--- src/rtl/tour_config.svh ---
`ifndef TOUR_CONFIG_SVH
`define TOUR_CONFIG_SVH

////////////////////////////////////////////////////////////////////////////
// Tour geometry
////////////////////////////////////////////////////////////////////////////
`define TOUR_MOVES 24         // Moves in one full tour
`define MV_IDX_W 5            // Enough bits to index TOUR_MOVES entries

////////////////////////////////////////////////////////////////////////////
// Command processor encodings
////////////////////////////////////////////////////////////////////////////
`define OP_MOVE 4'h4          // Plain move
`define OP_FANFARE 4'h5       // Move, then play fanfare

`define HEAD_NORTH 8'h00      // Heading codes as the processor expects them
`define HEAD_WEST 8'h3F
`define HEAD_SOUTH 8'h7F
`define HEAD_EAST 8'hBF

// Response bytes sent back after each command
`define RESP_DONE 8'hA5       // Tour finished, or a plain serial command
`define RESP_BUSY 8'h5A       // Tour still running

`endif

--- src/rtl/tour_pkg.sv ---
package tour_pkg;

  ////////////////////////////////////////////////////////////////////////////
  // Command word, one 16-bit word seen two ways
  ////////////////////////////////////////////////////////////////////////////

  // Generic view, opcode plus opaque payload
  typedef struct packed {
    logic [3:0]  opcode;            // [15:12]
    logic [11:0] payload;           // [11:0], not interpreted here
  } cmd_raw_t;

  // Movement view built by the sequencer
  typedef struct packed {
    logic [3:0] opcode;             // [15:12]
    logic [7:0] heading;            // [11:4] heading code
    logic [3:0] num_sq;             // [3:0] squares to travel
  } cmd_move_t;

  typedef union packed {
    cmd_raw_t  raw;                 // Serial and pass-through path
    cmd_move_t mv;                  // Tour path
  } cmd_word_u;

  ////////////////////////////////////////////////////////////////////////////
  // Request and status bundles
  ////////////////////////////////////////////////////////////////////////////

  typedef struct packed {
    cmd_word_u word;                // Command word
    logic      rdy;                 // Level, held until cleared
  } cmd_req_t;

  typedef struct packed {
    logic active;                   // Sequencer is mid-tour
    logic last;                     // Current command is the final horizontal one
  } tour_status_t;

  // Sequencer states, hold states wait for send_resp
  typedef enum logic [2:0] {
    IDLE,
    VERT,
    HOLDV,
    HORZ,
    HOLDH
  } tour_state_t;

endpackage

--- src/rtl/cmd_byte_assembler.sv ---
module cmd_byte_assembler (
  input  logic               clk,
  input  logic               rst_n,
  input  logic [7:0]         rx_byte,       // Byte from the serial receiver
  input  logic               rx_rdy,        // One-cycle strobe per byte
  input  logic               clr_cmd_rdy,   // Command consumed
  output tour_pkg::cmd_req_t uart_req       // Assembled command and ready level
);
  import tour_pkg::*;

  logic       lo_phase;       // High when the next byte is the low half
  logic [7:0] high_byte;      // First byte of the pair
  cmd_word_u  word_q;         // Completed command
  logic       rdy_q;          // Command waiting to be taken
  logic       take_byte;      // Accept this strobe
  logic       set_rdy;        // Low byte arrives, word is complete

  // Bytes are dropped while a command is still pending
  assign take_byte = rx_rdy & ~rdy_q;
  assign set_rdy   = take_byte & lo_phase;

  ////////////////////////////////////////////////////////////////////////////
  // Byte sequencing
  ////////////////////////////////////////////////////////////////////////////
  always_ff @(posedge clk, negedge rst_n) begin
    if (!rst_n)
      lo_phase <= 1'b0;                 // Always start on a high byte
    else if (take_byte)
      lo_phase <= ~lo_phase;            // Alternate high, low
  end

  always_ff @(posedge clk) begin
    if (take_byte & ~lo_phase)
      high_byte <= rx_byte;             // Park the high byte
  end

  always_ff @(posedge clk) begin
    if (set_rdy) begin
      word_q.raw.opcode  <= high_byte[7:4];
      word_q.raw.payload <= {high_byte[3:0], rx_byte};
    end
  end

  ////////////////////////////////////////////////////////////////////////////
  // Ready level
  ////////////////////////////////////////////////////////////////////////////
  always_ff @(posedge clk, negedge rst_n) begin
    if (!rst_n)
      rdy_q <= 1'b0;
    else if (set_rdy)
      rdy_q <= 1'b1;                    // Rises the cycle after the low byte
    else if (clr_cmd_rdy)
      rdy_q <= 1'b0;                    // Processor took it
  end

  assign uart_req.word = word_q;
  assign uart_req.rdy  = rdy_q;

  // The processor only clears a command it was shown, so a clear can never
  // meet a freshly completed word
  a_set_clr_excl : assert property (@(posedge clk) disable iff (!rst_n)
    !(set_rdy && clr_cmd_rdy))
    else $error("cmd_byte_assembler: rdy set and cleared in one cycle");

endmodule

--- src/rtl/move_store.sv ---
`include "tour_config.svh"

module move_store (
  input  logic                 clk,
  input  logic                 rst_n,
  input  logic                 load_we,       // Write strobe from the loader
  input  logic [`MV_IDX_W-1:0] load_addr,     // Entry to write
  input  logic [7:0]           load_move,     // One-hot move to store
  input  logic [`MV_IDX_W-1:0] mv_indx,       // Read index from the sequencer
  output logic [7:0]           move          // Move at mv_indx
);

  logic [7:0] mem [`TOUR_MOVES];   // One entry per tour step

  ////////////////////////////////////////////////////////////////////////////
  // Write port
  ////////////////////////////////////////////////////////////////////////////
  always_ff @(posedge clk) begin
    if (load_we)
      mem[load_addr] <= load_move;     // Table is loaded before the tour
  end

  // Asynchronous read, sequencer decodes in the same cycle
  assign move = mem[mv_indx];

  ////////////////////////////////////////////////////////////////////////////
  // Checks
  ////////////////////////////////////////////////////////////////////////////

  // Decoder in tour_cmd relies on exactly one bit set
  a_load_onehot : assert property (@(posedge clk) disable iff (!rst_n)
    load_we |-> $onehot(load_move))
    else $error("move_store: loaded move %h is not one-hot", load_move);

  // Both ports must stay inside the table
  a_load_range : assert property (@(posedge clk) disable iff (!rst_n)
    load_we |-> (int'(load_addr) < `TOUR_MOVES))
    else $error("move_store: load_addr %0d out of range", load_addr);

  // Sequencer stops at the last entry and never runs past it
  a_read_range : assert property (@(posedge clk) disable iff (!rst_n)
    int'(mv_indx) < `TOUR_MOVES)
    else $error("move_store: mv_indx %0d out of range", mv_indx);

endmodule

--- src/rtl/tour_cmd.sv ---
`include "tour_config.svh"

module tour_cmd (
  input  logic                   clk,
  input  logic                   rst_n,
  input  logic                   start_tour,    // Pulse once the table is loaded
  input  logic                   clr_cmd_rdy,   // Processor took the command
  input  logic                   send_resp,     // Processor finished the command
  input  logic [7:0]             move,          // One-hot move at mv_indx
  input  tour_pkg::cmd_req_t     uart_req,      // Serial command
  output logic [`MV_IDX_W-1:0]   mv_indx,       // Current tour step
  output tour_pkg::cmd_req_t     sel_req,       // Command toward the processor
  output tour_pkg::tour_status_t status         // Tour progress for responses
);
  import tour_pkg::*;

  localparam int LAST_IDX = `TOUR_MOVES - 1;

  tour_state_t state, nxt_state;
  logic        clr_cnt;       // Restart the move index
  logic        inc_cnt;       // Advance to the next move
  logic        set_rdy;       // Entering a command state
  logic        tour_rdy;      // Ready level for tour commands
  logic        horz_phase;    // Horizontal half of the move
  logic        last_move;     // Index is at the final move
  logic [7:0]  v_head;        // Vertical heading
  logic [3:0]  v_num;         // Vertical distance
  logic [7:0]  h_head;        // Horizontal heading
  logic [3:0]  h_num;         // Horizontal distance
  cmd_word_u   tour_word;
  cmd_req_t    tour_req;

  assign horz_phase = (state == HORZ) || (state == HOLDH);
  assign last_move  = (mv_indx == LAST_IDX[`MV_IDX_W-1:0]);

  ////////////////////////////////////////////////////////////////////////////
  // State, index and ready registers
  ////////////////////////////////////////////////////////////////////////////
  always_ff @(posedge clk, negedge rst_n) begin
    if (!rst_n)
      state <= IDLE;
    else
      state <= nxt_state;
  end

  always_ff @(posedge clk, negedge rst_n) begin
    if (!rst_n)
      mv_indx <= '0;
    else if (clr_cnt)
      mv_indx <= '0;                    // New tour starts at move 0
    else if (inc_cnt)
      mv_indx <= mv_indx + 1'b1;
  end

  always_ff @(posedge clk, negedge rst_n) begin
    if (!rst_n)
      tour_rdy <= 1'b0;
    else if (set_rdy)
      tour_rdy <= 1'b1;                 // High in the first cycle of VERT or HORZ
    else if (clr_cmd_rdy)
      tour_rdy <= 1'b0;
  end

  ////////////////////////////////////////////////////////////////////////////
  // Transitions
  ////////////////////////////////////////////////////////////////////////////
  always_comb begin
    nxt_state = state;
    clr_cnt   = 1'b0;
    inc_cnt   = 1'b0;
    set_rdy   = 1'b0;
    case (state)
      IDLE: begin
        if (start_tour) begin           // Only honored here
          clr_cnt   = 1'b1;
          set_rdy   = 1'b1;
          nxt_state = VERT;
        end
      end
      VERT: begin
        if (clr_cmd_rdy)
          nxt_state = HOLDV;            // Wait for the vertical leg to finish
      end
      HOLDV: begin
        if (send_resp) begin
          set_rdy   = 1'b1;
          nxt_state = HORZ;
        end
      end
      HORZ: begin
        if (clr_cmd_rdy)
          nxt_state = HOLDH;
      end
      HOLDH: begin
        if (send_resp) begin
          if (last_move) begin
            nxt_state = IDLE;           // Index stays on the last entry
          end else begin
            inc_cnt   = 1'b1;
            set_rdy   = 1'b1;
            nxt_state = VERT;
          end
        end
      end
      default: nxt_state = IDLE;
    endcase
  end

  ////////////////////////////////////////////////////////////////////////////
  // Move decode
  ////////////////////////////////////////////////////////////////////////////
  always_comb begin
    v_head = `HEAD_NORTH;
    v_num  = 4'h0;
    h_head = `HEAD_EAST;
    h_num  = 4'h0;
    case (move)
      8'h01: {v_head, v_num, h_head, h_num} = {`HEAD_NORTH, 4'h2, `HEAD_EAST, 4'h1};
      8'h02: {v_head, v_num, h_head, h_num} = {`HEAD_NORTH, 4'h2, `HEAD_WEST, 4'h1};
      8'h04: {v_head, v_num, h_head, h_num} = {`HEAD_NORTH, 4'h1, `HEAD_WEST, 4'h2};
      8'h08: {v_head, v_num, h_head, h_num} = {`HEAD_SOUTH, 4'h1, `HEAD_WEST, 4'h2};
      8'h10: {v_head, v_num, h_head, h_num} = {`HEAD_SOUTH, 4'h2, `HEAD_WEST, 4'h1};
      8'h20: {v_head, v_num, h_head, h_num} = {`HEAD_SOUTH, 4'h2, `HEAD_EAST, 4'h1};
      8'h40: {v_head, v_num, h_head, h_num} = {`HEAD_SOUTH, 4'h1, `HEAD_EAST, 4'h2};
      8'h80: {v_head, v_num, h_head, h_num} = {`HEAD_NORTH, 4'h1, `HEAD_EAST, 4'h2};
      default: ;                        // Illegal move leaves zero distance
    endcase
  end

  always_comb begin
    tour_word.mv.opcode  = horz_phase ? `OP_FANFARE : `OP_MOVE;
    tour_word.mv.heading = horz_phase ? h_head : v_head;
    tour_word.mv.num_sq  = horz_phase ? h_num : v_num;
  end

  assign tour_req.word = tour_word;
  assign tour_req.rdy  = tour_rdy;

  // Serial commands pass through untouched outside a tour
  assign sel_req = (state == IDLE) ? uart_req : tour_req;

  assign status.active = (state != IDLE);
  assign status.last   = horz_phase & last_move;

  // The table must have been loaded with legal moves before start_tour
  a_move_onehot : assert property (@(posedge clk) disable iff (!rst_n)
    (state != IDLE) |-> $onehot(move))
    else $error("tour_cmd: move %h at index %0d is not one-hot", move, mv_indx);

endmodule

--- src/rtl/cmd_issue.sv ---
`include "tour_config.svh"

module cmd_issue (
  input  logic                   clk,
  input  logic                   rst_n,
  input  tour_pkg::cmd_req_t     sel_req,     // Selected command
  input  tour_pkg::tour_status_t status,      // Tour progress
  input  logic                   send_resp,   // Processor finished a command
  output logic [15:0]            cmd,         // Command to the processor
  output logic                   cmd_rdy,     // Command waiting
  output logic                   resp_vld,    // Response byte valid
  output logic [7:0]             resp         // Response byte
);

  logic [7:0] resp_sel;       // Byte picked for this send_resp

  ////////////////////////////////////////////////////////////////////////////
  // Command register
  ////////////////////////////////////////////////////////////////////////////
  always_ff @(posedge clk) begin
    cmd <= sel_req.word.raw;            // One cycle behind the selection
  end

  always_ff @(posedge clk, negedge rst_n) begin
    if (!rst_n)
      cmd_rdy <= 1'b0;
    else
      cmd_rdy <= sel_req.rdy;
  end

  ////////////////////////////////////////////////////////////////////////////
  // Response
  ////////////////////////////////////////////////////////////////////////////

  // Busy only mid-tour, the closing horizontal leg reports done
  assign resp_sel = (status.active && !status.last) ? `RESP_BUSY : `RESP_DONE;

  always_ff @(posedge clk) begin
    if (send_resp)
      resp <= resp_sel;                 // Held until the next response
  end

  always_ff @(posedge clk, negedge rst_n) begin
    if (!rst_n)
      resp_vld <= 1'b0;
    else
      resp_vld <= send_resp;            // Exactly one cycle after send_resp
  end

  // One response per command, never a stretched strobe
  a_resp_pulse : assert property (@(posedge clk) disable iff (!rst_n)
    resp_vld |=> !resp_vld)
    else $error("cmd_issue: resp_vld high for two cycles");

endmodule

--- src/rtl/knight_tour_top.sv ---
`include "tour_config.svh"

module knight_tour_top (
  input  logic                 clk,
  input  logic                 rst_n,
  input  logic [7:0]           rx_byte,       // Serial byte
  input  logic                 rx_rdy,        // Serial byte strobe
  input  logic                 load_we,       // Move table write
  input  logic [`MV_IDX_W-1:0] load_addr,
  input  logic [7:0]           load_move,
  input  logic                 start_tour,    // From the processor
  input  logic                 clr_cmd_rdy,
  input  logic                 send_resp,
  output logic [15:0]          cmd,           // To the processor
  output logic                 cmd_rdy,
  output logic [7:0]           resp,
  output logic                 resp_vld
);
  import tour_pkg::*;

  cmd_req_t             uart_req;     // Assembled serial command
  cmd_req_t             sel_req;      // Command chosen by the sequencer
  tour_status_t         status;       // Tour progress
  logic [`MV_IDX_W-1:0] mv_indx;      // Current step
  logic [7:0]           move;         // Move at that step
  logic                 uart_clr;     // Clear aimed at the serial command

  // Mid-tour clears belong to tour commands, a pending serial command waits
  assign uart_clr = clr_cmd_rdy & ~status.active;

  ////////////////////////////////////////////////////////////////////////////
  // Input side, sequencer, output side
  ////////////////////////////////////////////////////////////////////////////
  cmd_byte_assembler i_asm (
    .clk, .rst_n, .rx_byte, .rx_rdy, .clr_cmd_rdy(uart_clr), .uart_req
  );

  move_store i_store (
    .clk, .rst_n, .load_we, .load_addr, .load_move, .mv_indx, .move
  );

  tour_cmd i_seq (
    .clk, .rst_n, .start_tour, .clr_cmd_rdy, .send_resp, .move, .uart_req,
    .mv_indx, .sel_req, .status
  );

  cmd_issue i_issue (
    .clk, .rst_n, .sel_req, .status, .send_resp, .cmd, .cmd_rdy, .resp_vld, .resp
  );

endmodule

--- config.mk ---
export PLATFORM = sky130hd
export DESIGN_NAME = knight_tour_top
export DESIGN_NICKNAME = d
export VERILOG_FILES = /design/src/rtl/tour_pkg.sv /design/src/rtl/cmd_byte_assembler.sv /design/src/rtl/move_store.sv /design/src/rtl/tour_cmd.sv /design/src/rtl/cmd_issue.sv /design/src/rtl/knight_tour_top.sv
export VERILOG_INCLUDE_DIRS = /design/src /design/src/rtl
export SDC_FILE = /design/constraint.sdc
export NUM_CORES = 1
export LEC_CHECK = 0
export ABC_AREA = 0
export BUFFER_PORTS_ARGS = -buffer_cell sky130_fd_sc_hd__buf_2
export CORE_ASPECT_RATIO = 0.7
export CORE_MARGIN = 2
export CORE_UTILIZATION = 50
export CTS_BUF_LIST = sky130_fd_sc_hd__clkbuf_4 sky130_fd_sc_hd__clkbuf_8
export DETAILED_ROUTE_END_ITERATION = 6
export GPL_TIMING_DRIVEN = 0
export PLACE_DENSITY_LB_ADDON = 0.05
export SYNTH_ARGS = -nofsm -noshare
export SYNTH_HDL_FRONTEND = slang
export SYNTH_HIERARCHICAL = 1
export SYNTH_SLANG_ARGS = --single-unit
--- constraint.sdc ---
create_clock -name clk -period 2.9 [get_ports clk]
set_input_delay 0.435 -clock clk [delete_from_list [all_inputs] [get_ports clk]]
set_output_delay 0.435 -clock clk [all_outputs]
set_load 0.02 [all_outputs]
After elaboration in Yosys (flattened, before gate mapping)
Memory sizes are Yosys's and may differ from the RTL's.
Index checks and enable logic that the tools add are counted.
{"block": "word_totals", "ff_bits": 61, "ramBits": 192, "input_bits": 28, "output_inout_bits": 26, "word_cells": 83, "n_memories": 1}
{"block": "classes", "addsub": 1, "n_eq_ne": 18, "muxes": 31, "bitwise_logic": 8, "reduce_logical": 13}
{"memory": "i_store.mem", "words": 24, "word_bits": 8, "read_ports": 1, "rd_ports_with_merged_regs": 0, "write_ports": 1, "line": "move_store.sv:13", "text": "logic [7:0] mem [`TOUR_MOVES];"}
{"cell": "8-bit 2-to-1 mux", "n": 3}
{"cell": "17-bit 2-to-1 mux", "n": 1}
{"cell": "4-bit OR reduction", "n": 4}
{"cell": "3-bit 2-to-1 mux", "n": 5}
{"cell": "3-bit case mux with 5 select lines", "n": 1}
{"cell": "1-bit 2-to-1 mux", "n": 14}
{"cell": "5-bit 2-to-1 mux", "n": 2}
{"cell": "2-bit != test (second input constant)", "n": 5}
{"cell": "8-bit by 1-bit equality test with 1-bit output (second input constant)", "n": 1}
{"cell": "8-bit by 2-bit equality test with 1-bit output (second input constant)", "n": 1}
{"cell": "8-bit by 3-bit equality test with 1-bit output (second input constant)", "n": 1}
{"cell": "8-bit by 4-bit equality test with 1-bit output (second input constant)", "n": 1}
{"cell": "8-bit by 5-bit equality test with 1-bit output (second input constant)", "n": 1}
{"cell": "8-bit by 6-bit equality test with 1-bit output (second input constant)", "n": 1}
{"cell": "8-bit by 7-bit equality test with 1-bit output (second input constant)", "n": 1}
{"cell": "8-bit equality test (second input constant)", "n": 1}
{"cell": "2-bit case mux with 2 select lines", "n": 2}
{"cell": "7-bit 2-to-1 mux", "n": 1}
{"cell": "3-bit by 2-bit equality test with 1-bit output (second input constant)", "n": 2}
{"cell": "2-bit nonzero test", "n": 3}
{"cell": "5-bit by 1-bit adder with 5-bit output (second input constant)", "n": 1}
{"cell": "1-bit bitwise AND", "n": 5}
{"cell": "5-bit equality test (second input constant)", "n": 1}
{"cell": "5-bit AND reduction", "n": 1}
{"cell": "other kinds (10)", "n": 12}

Depth between registers and ports, before layout
{"block": "logic_depth", "depth_word": 6, "ltp_mapped": 12, "ltp_nobuf": 8}

By module
Netlist, hierarchy kept.
{"mod": "move_store", "n_inst": 1, "cells_per_inst": 375, "area_each_um2": 7559.8, "seq_area_each_um2": 5765.5}
{"mod": "tour_cmd", "n_inst": 1, "cells_per_inst": 110, "area_each_um2": 869.6, "seq_area_each_um2": 225.2}
{"mod": "cmd_byte_assembler", "n_inst": 1, "cells_per_inst": 33, "area_each_um2": 822.0, "seq_area_each_um2": 770.7}
{"mod": "cmd_issue", "n_inst": 1, "cells_per_inst": 28, "area_each_um2": 488.0, "seq_area_each_um2": 430.4}
{"mod": "knight_tour_top", "n_inst": 1, "cells_per_inst": 1, "area_each_um2": 13.8, "seq_area_each_um2": 0.0}

Worst setup path before layout
Ideal clock, no wire load.
{"block": "synth_path", "path_kind": "flip-flop to flip-flop", "start": "reg i_seq.mv_indx[0]", "end": "reg i_issue.cmd[1]", "setup_ns": 0.122, "arrival_time_ns": 2.450, "t_required_ns": 2.778, "setup_slack_ns": 0.328, "path_stages_with_launch": 12, "path_buffers": 3, "period_less_slack_ns": 2.572, "cell_sequence": "dfrtp_1 > buf_6 > buf_12 > mux4_2 > a2bb2oi_1 > nand3_1 > o311ai_1 > clkbuf_2 > xor2_1 > a221oi_1 > nor2_1 > a221o_1"}
{"item": "start: declaration", "line": "tour_cmd.sv:11", "text": "output logic [`MV_IDX_W-1:0] mv_indx,"}
{"item": "start signal: assignment", "line": "tour_cmd.sv:52", "text": "mv_indx <= mv_indx + 1'b1;"}
{"item": "end signal: assignment", "line": "cmd_issue.sv:21", "text": "cmd <= sel_req.word.raw;"}
{"item": "end: declaration", "line": "cmd_issue.sv:9", "text": "output logic [15:0] cmd,"}

==> summary.txt <==
Drt
  • Final wirelength: 20500 um
  • Drt wl/cell: 21.79 um
  • Routed vias: 5270
  • Final ANT Viol Nets: 0
  • Drt pass-1 iters: 5
  • Vias per cell: 5.600
  • # DRC: 0
  • DRT iter0 DRCs: 517

Final layout
  • Filler cells: 1447
  • # diodes: 0
  • Share of cells above drive strength 1: 32.64%
  • Non-Filler Instances: 941
  • Area growth, synth to finish: 16.93%
  • Nets: 680

Clocking
  • Num CTS Buffers: 37
  • Clock transition at the registers of the reported paths: 0.06 ns
  • Clock sink count: 247
  • Root buffer cell: clkbuf_8
  • Worst skew pair latency: 0.52 ns
  • CTS H-Tree Depth: 2
  • CTS max path bufs: 3
  • CTS tree: built

Synth
  • Syn Area/Cell: 17.83 um^2
  • Seq/Total Area, Yosys: 73.74%
  • Post-Synth Adder-Cell Area: 0.1283%
  • Post-synth cell types: 57
  • Ranking of synthesized cells by area: edfxtp_1 (67%), mux4_2 (7.4%), mux2i_1 (4.5%), dfrtp_1 (3.3%), dfxtp_1 (3.3%)
  • Top cell type's share of synthesized area: 67.12%
  • Synthesized-area fraction occupied by ao, oa, aoi and oai cells: 4.631%
  • Largest family of logic cells by synthesized area: multiplexers
  • Most frequent cell after synthesis: edfxtp_1
  • Mux cell area share after synthesis: 11.91%
  • Ys flop type: edfxtp_1
  • #FFs+latches synth: 247
  • Cell Area, Synth: 0.009753 mm^2
  • Leading area contributor after synthesis: edfxtp_1
  • Post-Synth Simple-Gate Area: 6.466%
  • Cells after synthesis: 547
  • Commonest cells in the netlist: edfxtp_1 (218), mux2i_1 (44), nor2_1 (42)
  • Yosys warning total: 6
  • Syn nets: 576
  • Post-synthesis xor/xnor area fraction: 0.6286%
  • Ys async rst share: 5.263%
  • EDFF count, synth: 218

GRT
  • Largest net degree at the start of global routing: 25
  • Global route total overflow: 0
  • First-pass GRT wire length: 31050 um
  • Initial antenna violation count: 0
  • Overall Global Routing Usage: 20.62%
  • Vias in the first global route: 5286

Worst setup path
  • Worst EP required: 3.30 ns
  • Critical path arrival: 3.24 ns
  • Worst Setup End Kind: register
  • CP Launch Type: register
  • Crit path kind: reg2reg
  • Crit-path max FO: 6
  • Worst reg2reg setup slack: 0.06 ns

STA
  • F_max: 0.3524 GHz
  • Final hold slack: 0.1094 ns
  • Fin. Hold Viols: 0
  • Final worst-path cycle share: 97.86%
  • Setup Viol. Count Final: 0
  • Setup_tns: 0 ns
  • Clk_skew: 0.01969 ns
  • Worst Tran Pin Value: 0.9178 ns
  • Slew headroom: 38.59%
  • Min Tclk post-route: 2.838 ns
  • Final Slew Violations: 0

Power and ir drop
  • Psw: 2.498 mW
  • Max IR drop VDD: 0.0003750 V
  • Switch share: 27.10%
  • Overall Power: 9.217 mW
  • Share of power burned in registers: 45.8%
  • Comb pwr share: 24.0%
  • Internal power: 6.719 mW
  • P_leak: 3.798 nW
  • PD cells: 808.2 mW/mm^2
  • Clk pwr share: 30.2%

Run
  • Max-cap violations: 0

Outcome
  • Status: finished, final reports clean

Place
  • DP Wirelength: 13260 um
  • Final Wtd Congestion: 0.8219
  • Port-buffer cells: 53
  • Placed insts: 864

Die
  • Site Rows: 42
  • Die span in y: 120.9 um
  • Area of the die: 0.02066 mm^2
  • Initial core utilization: 51.27%
  • Die width: 170.9 um
  • Boundary Pins: 54
  • Core box area: 0.01902 mm^2

Min path
  • Worst hold-check path type: in2reg
-- metal layers --
layer  up-vias  global-route usage (%)  wire (um)
li1       2369                       -          -
met2       175                   29.63       8961
met4         0                   6.568        410
met3        34                   3.914       1314
met5         -                       0          0
met1      2692                   32.06       9815
-- metrics by stage --
step	instance area, um^2	setup slack, ns	util [%]
after floorplan	9753	0.3281	-
after global routing	11400	-0.009141	59.95
after global placement	10350	-0.3753	54.40
after CTS	11190	0.004647	58.84
after detailed placement	10350	-0.4557	54.40
final	11400	0.06215	59.95
-- sequential cells by signal, indices dropped and copies added (netlist names) --
register,cells
i_asm/high_byte,8
i_asm/lo_phase,1
i_asm/rdy_q,1
i_asm/word_q,16
i_issue/cmd,16
i_issue/cmd_rdy,1
i_issue/resp,2
i_issue/resp_vld,1
i_seq/mv_indx,5
i_seq/state,3
i_seq/tour_rdy,1
i_store/mem,192
-- critical path, stage by stage (launching register included) --
cell and delay, ns:
dfrtp_1 0.37, buf_6 0.17, buf_12 0.14, mux4_2 0.51, o211ai_1 0.49, o311ai_4 0.23, nor4b_4 0.18, a221oi_2 0.22
nor2_1 0.07, a221o_1 0.32
-- power by group through the flow --
stage	clock network [mW]	logic [mW]	registers [mW]
floorplan	0	1.25	4.42
detailed placement	0	1.91	4.30
finish	2.79	2.21	4.22
global placement	0	1.88	4.29
CTS	2.85	2.00	4.22
global route	3.01	2.37	4.24
-- layout by cell type (no fill, tap or decap), drive strengths merged, types with 9 or more instances in the layout --
master and instances:
dfrtp 13, mux2i 44, o311ai 9, clkbuf 69, o211ai 9, nand3 11, mux4 32, nand2 23
buf 92, dfxtp 16, edfxtp 218, nor2 42
-- cells by family after synthesis --
family / Yosys count
AOI/OAI and AO/OA: 59
xor gates and xnor gates: 7
adders and majority gates: 1
buffers and inverters: 38
DFF: 247
muxes: 76
and+or+nand+nor: 119
-- final timing paths --
kind | cells past startpoint | start | to
max | 9 | i_seq/mv_indx[0] | i_issue/cmd[1]
max in group asynchronous | 2 | rst_n | i_seq/mv_indx[2]
min | 1 | rx_byte[4] | i_asm/word_q[4]
min in group asynchronous | 2 | rst_n | i_issue/resp_vld
min reg2reg | 0 | i_asm/high_byte[4] | i_asm/word_q[12]
max reg2reg | 9 | i_seq/mv_indx[0] | i_issue/cmd[1]
-- final cells by class --
type	count	area, um^2	share of cell area [%]
sequential	247	7193	63.07
buffer	33	272.8	2.392
clock inverter	4	18.77	0.1646
clock buffer	61	720.7	6.319
tap	264	330.3	2.896
multi-input combinational	262	2464	21.60
timing repair buffer	68	397.9	3.489
inverter	2	7.507	0.06583
-- timing repair --
action,CTS,global route
endpoints found under the setup margin,9,10
cloned,0,1
hold buffers,1,0
hold endpoints to repair,13,0
setup buffers,2,11
pin swaps,3,9
gates resized for setup,16,27
(Power assumes the default switching activity.)
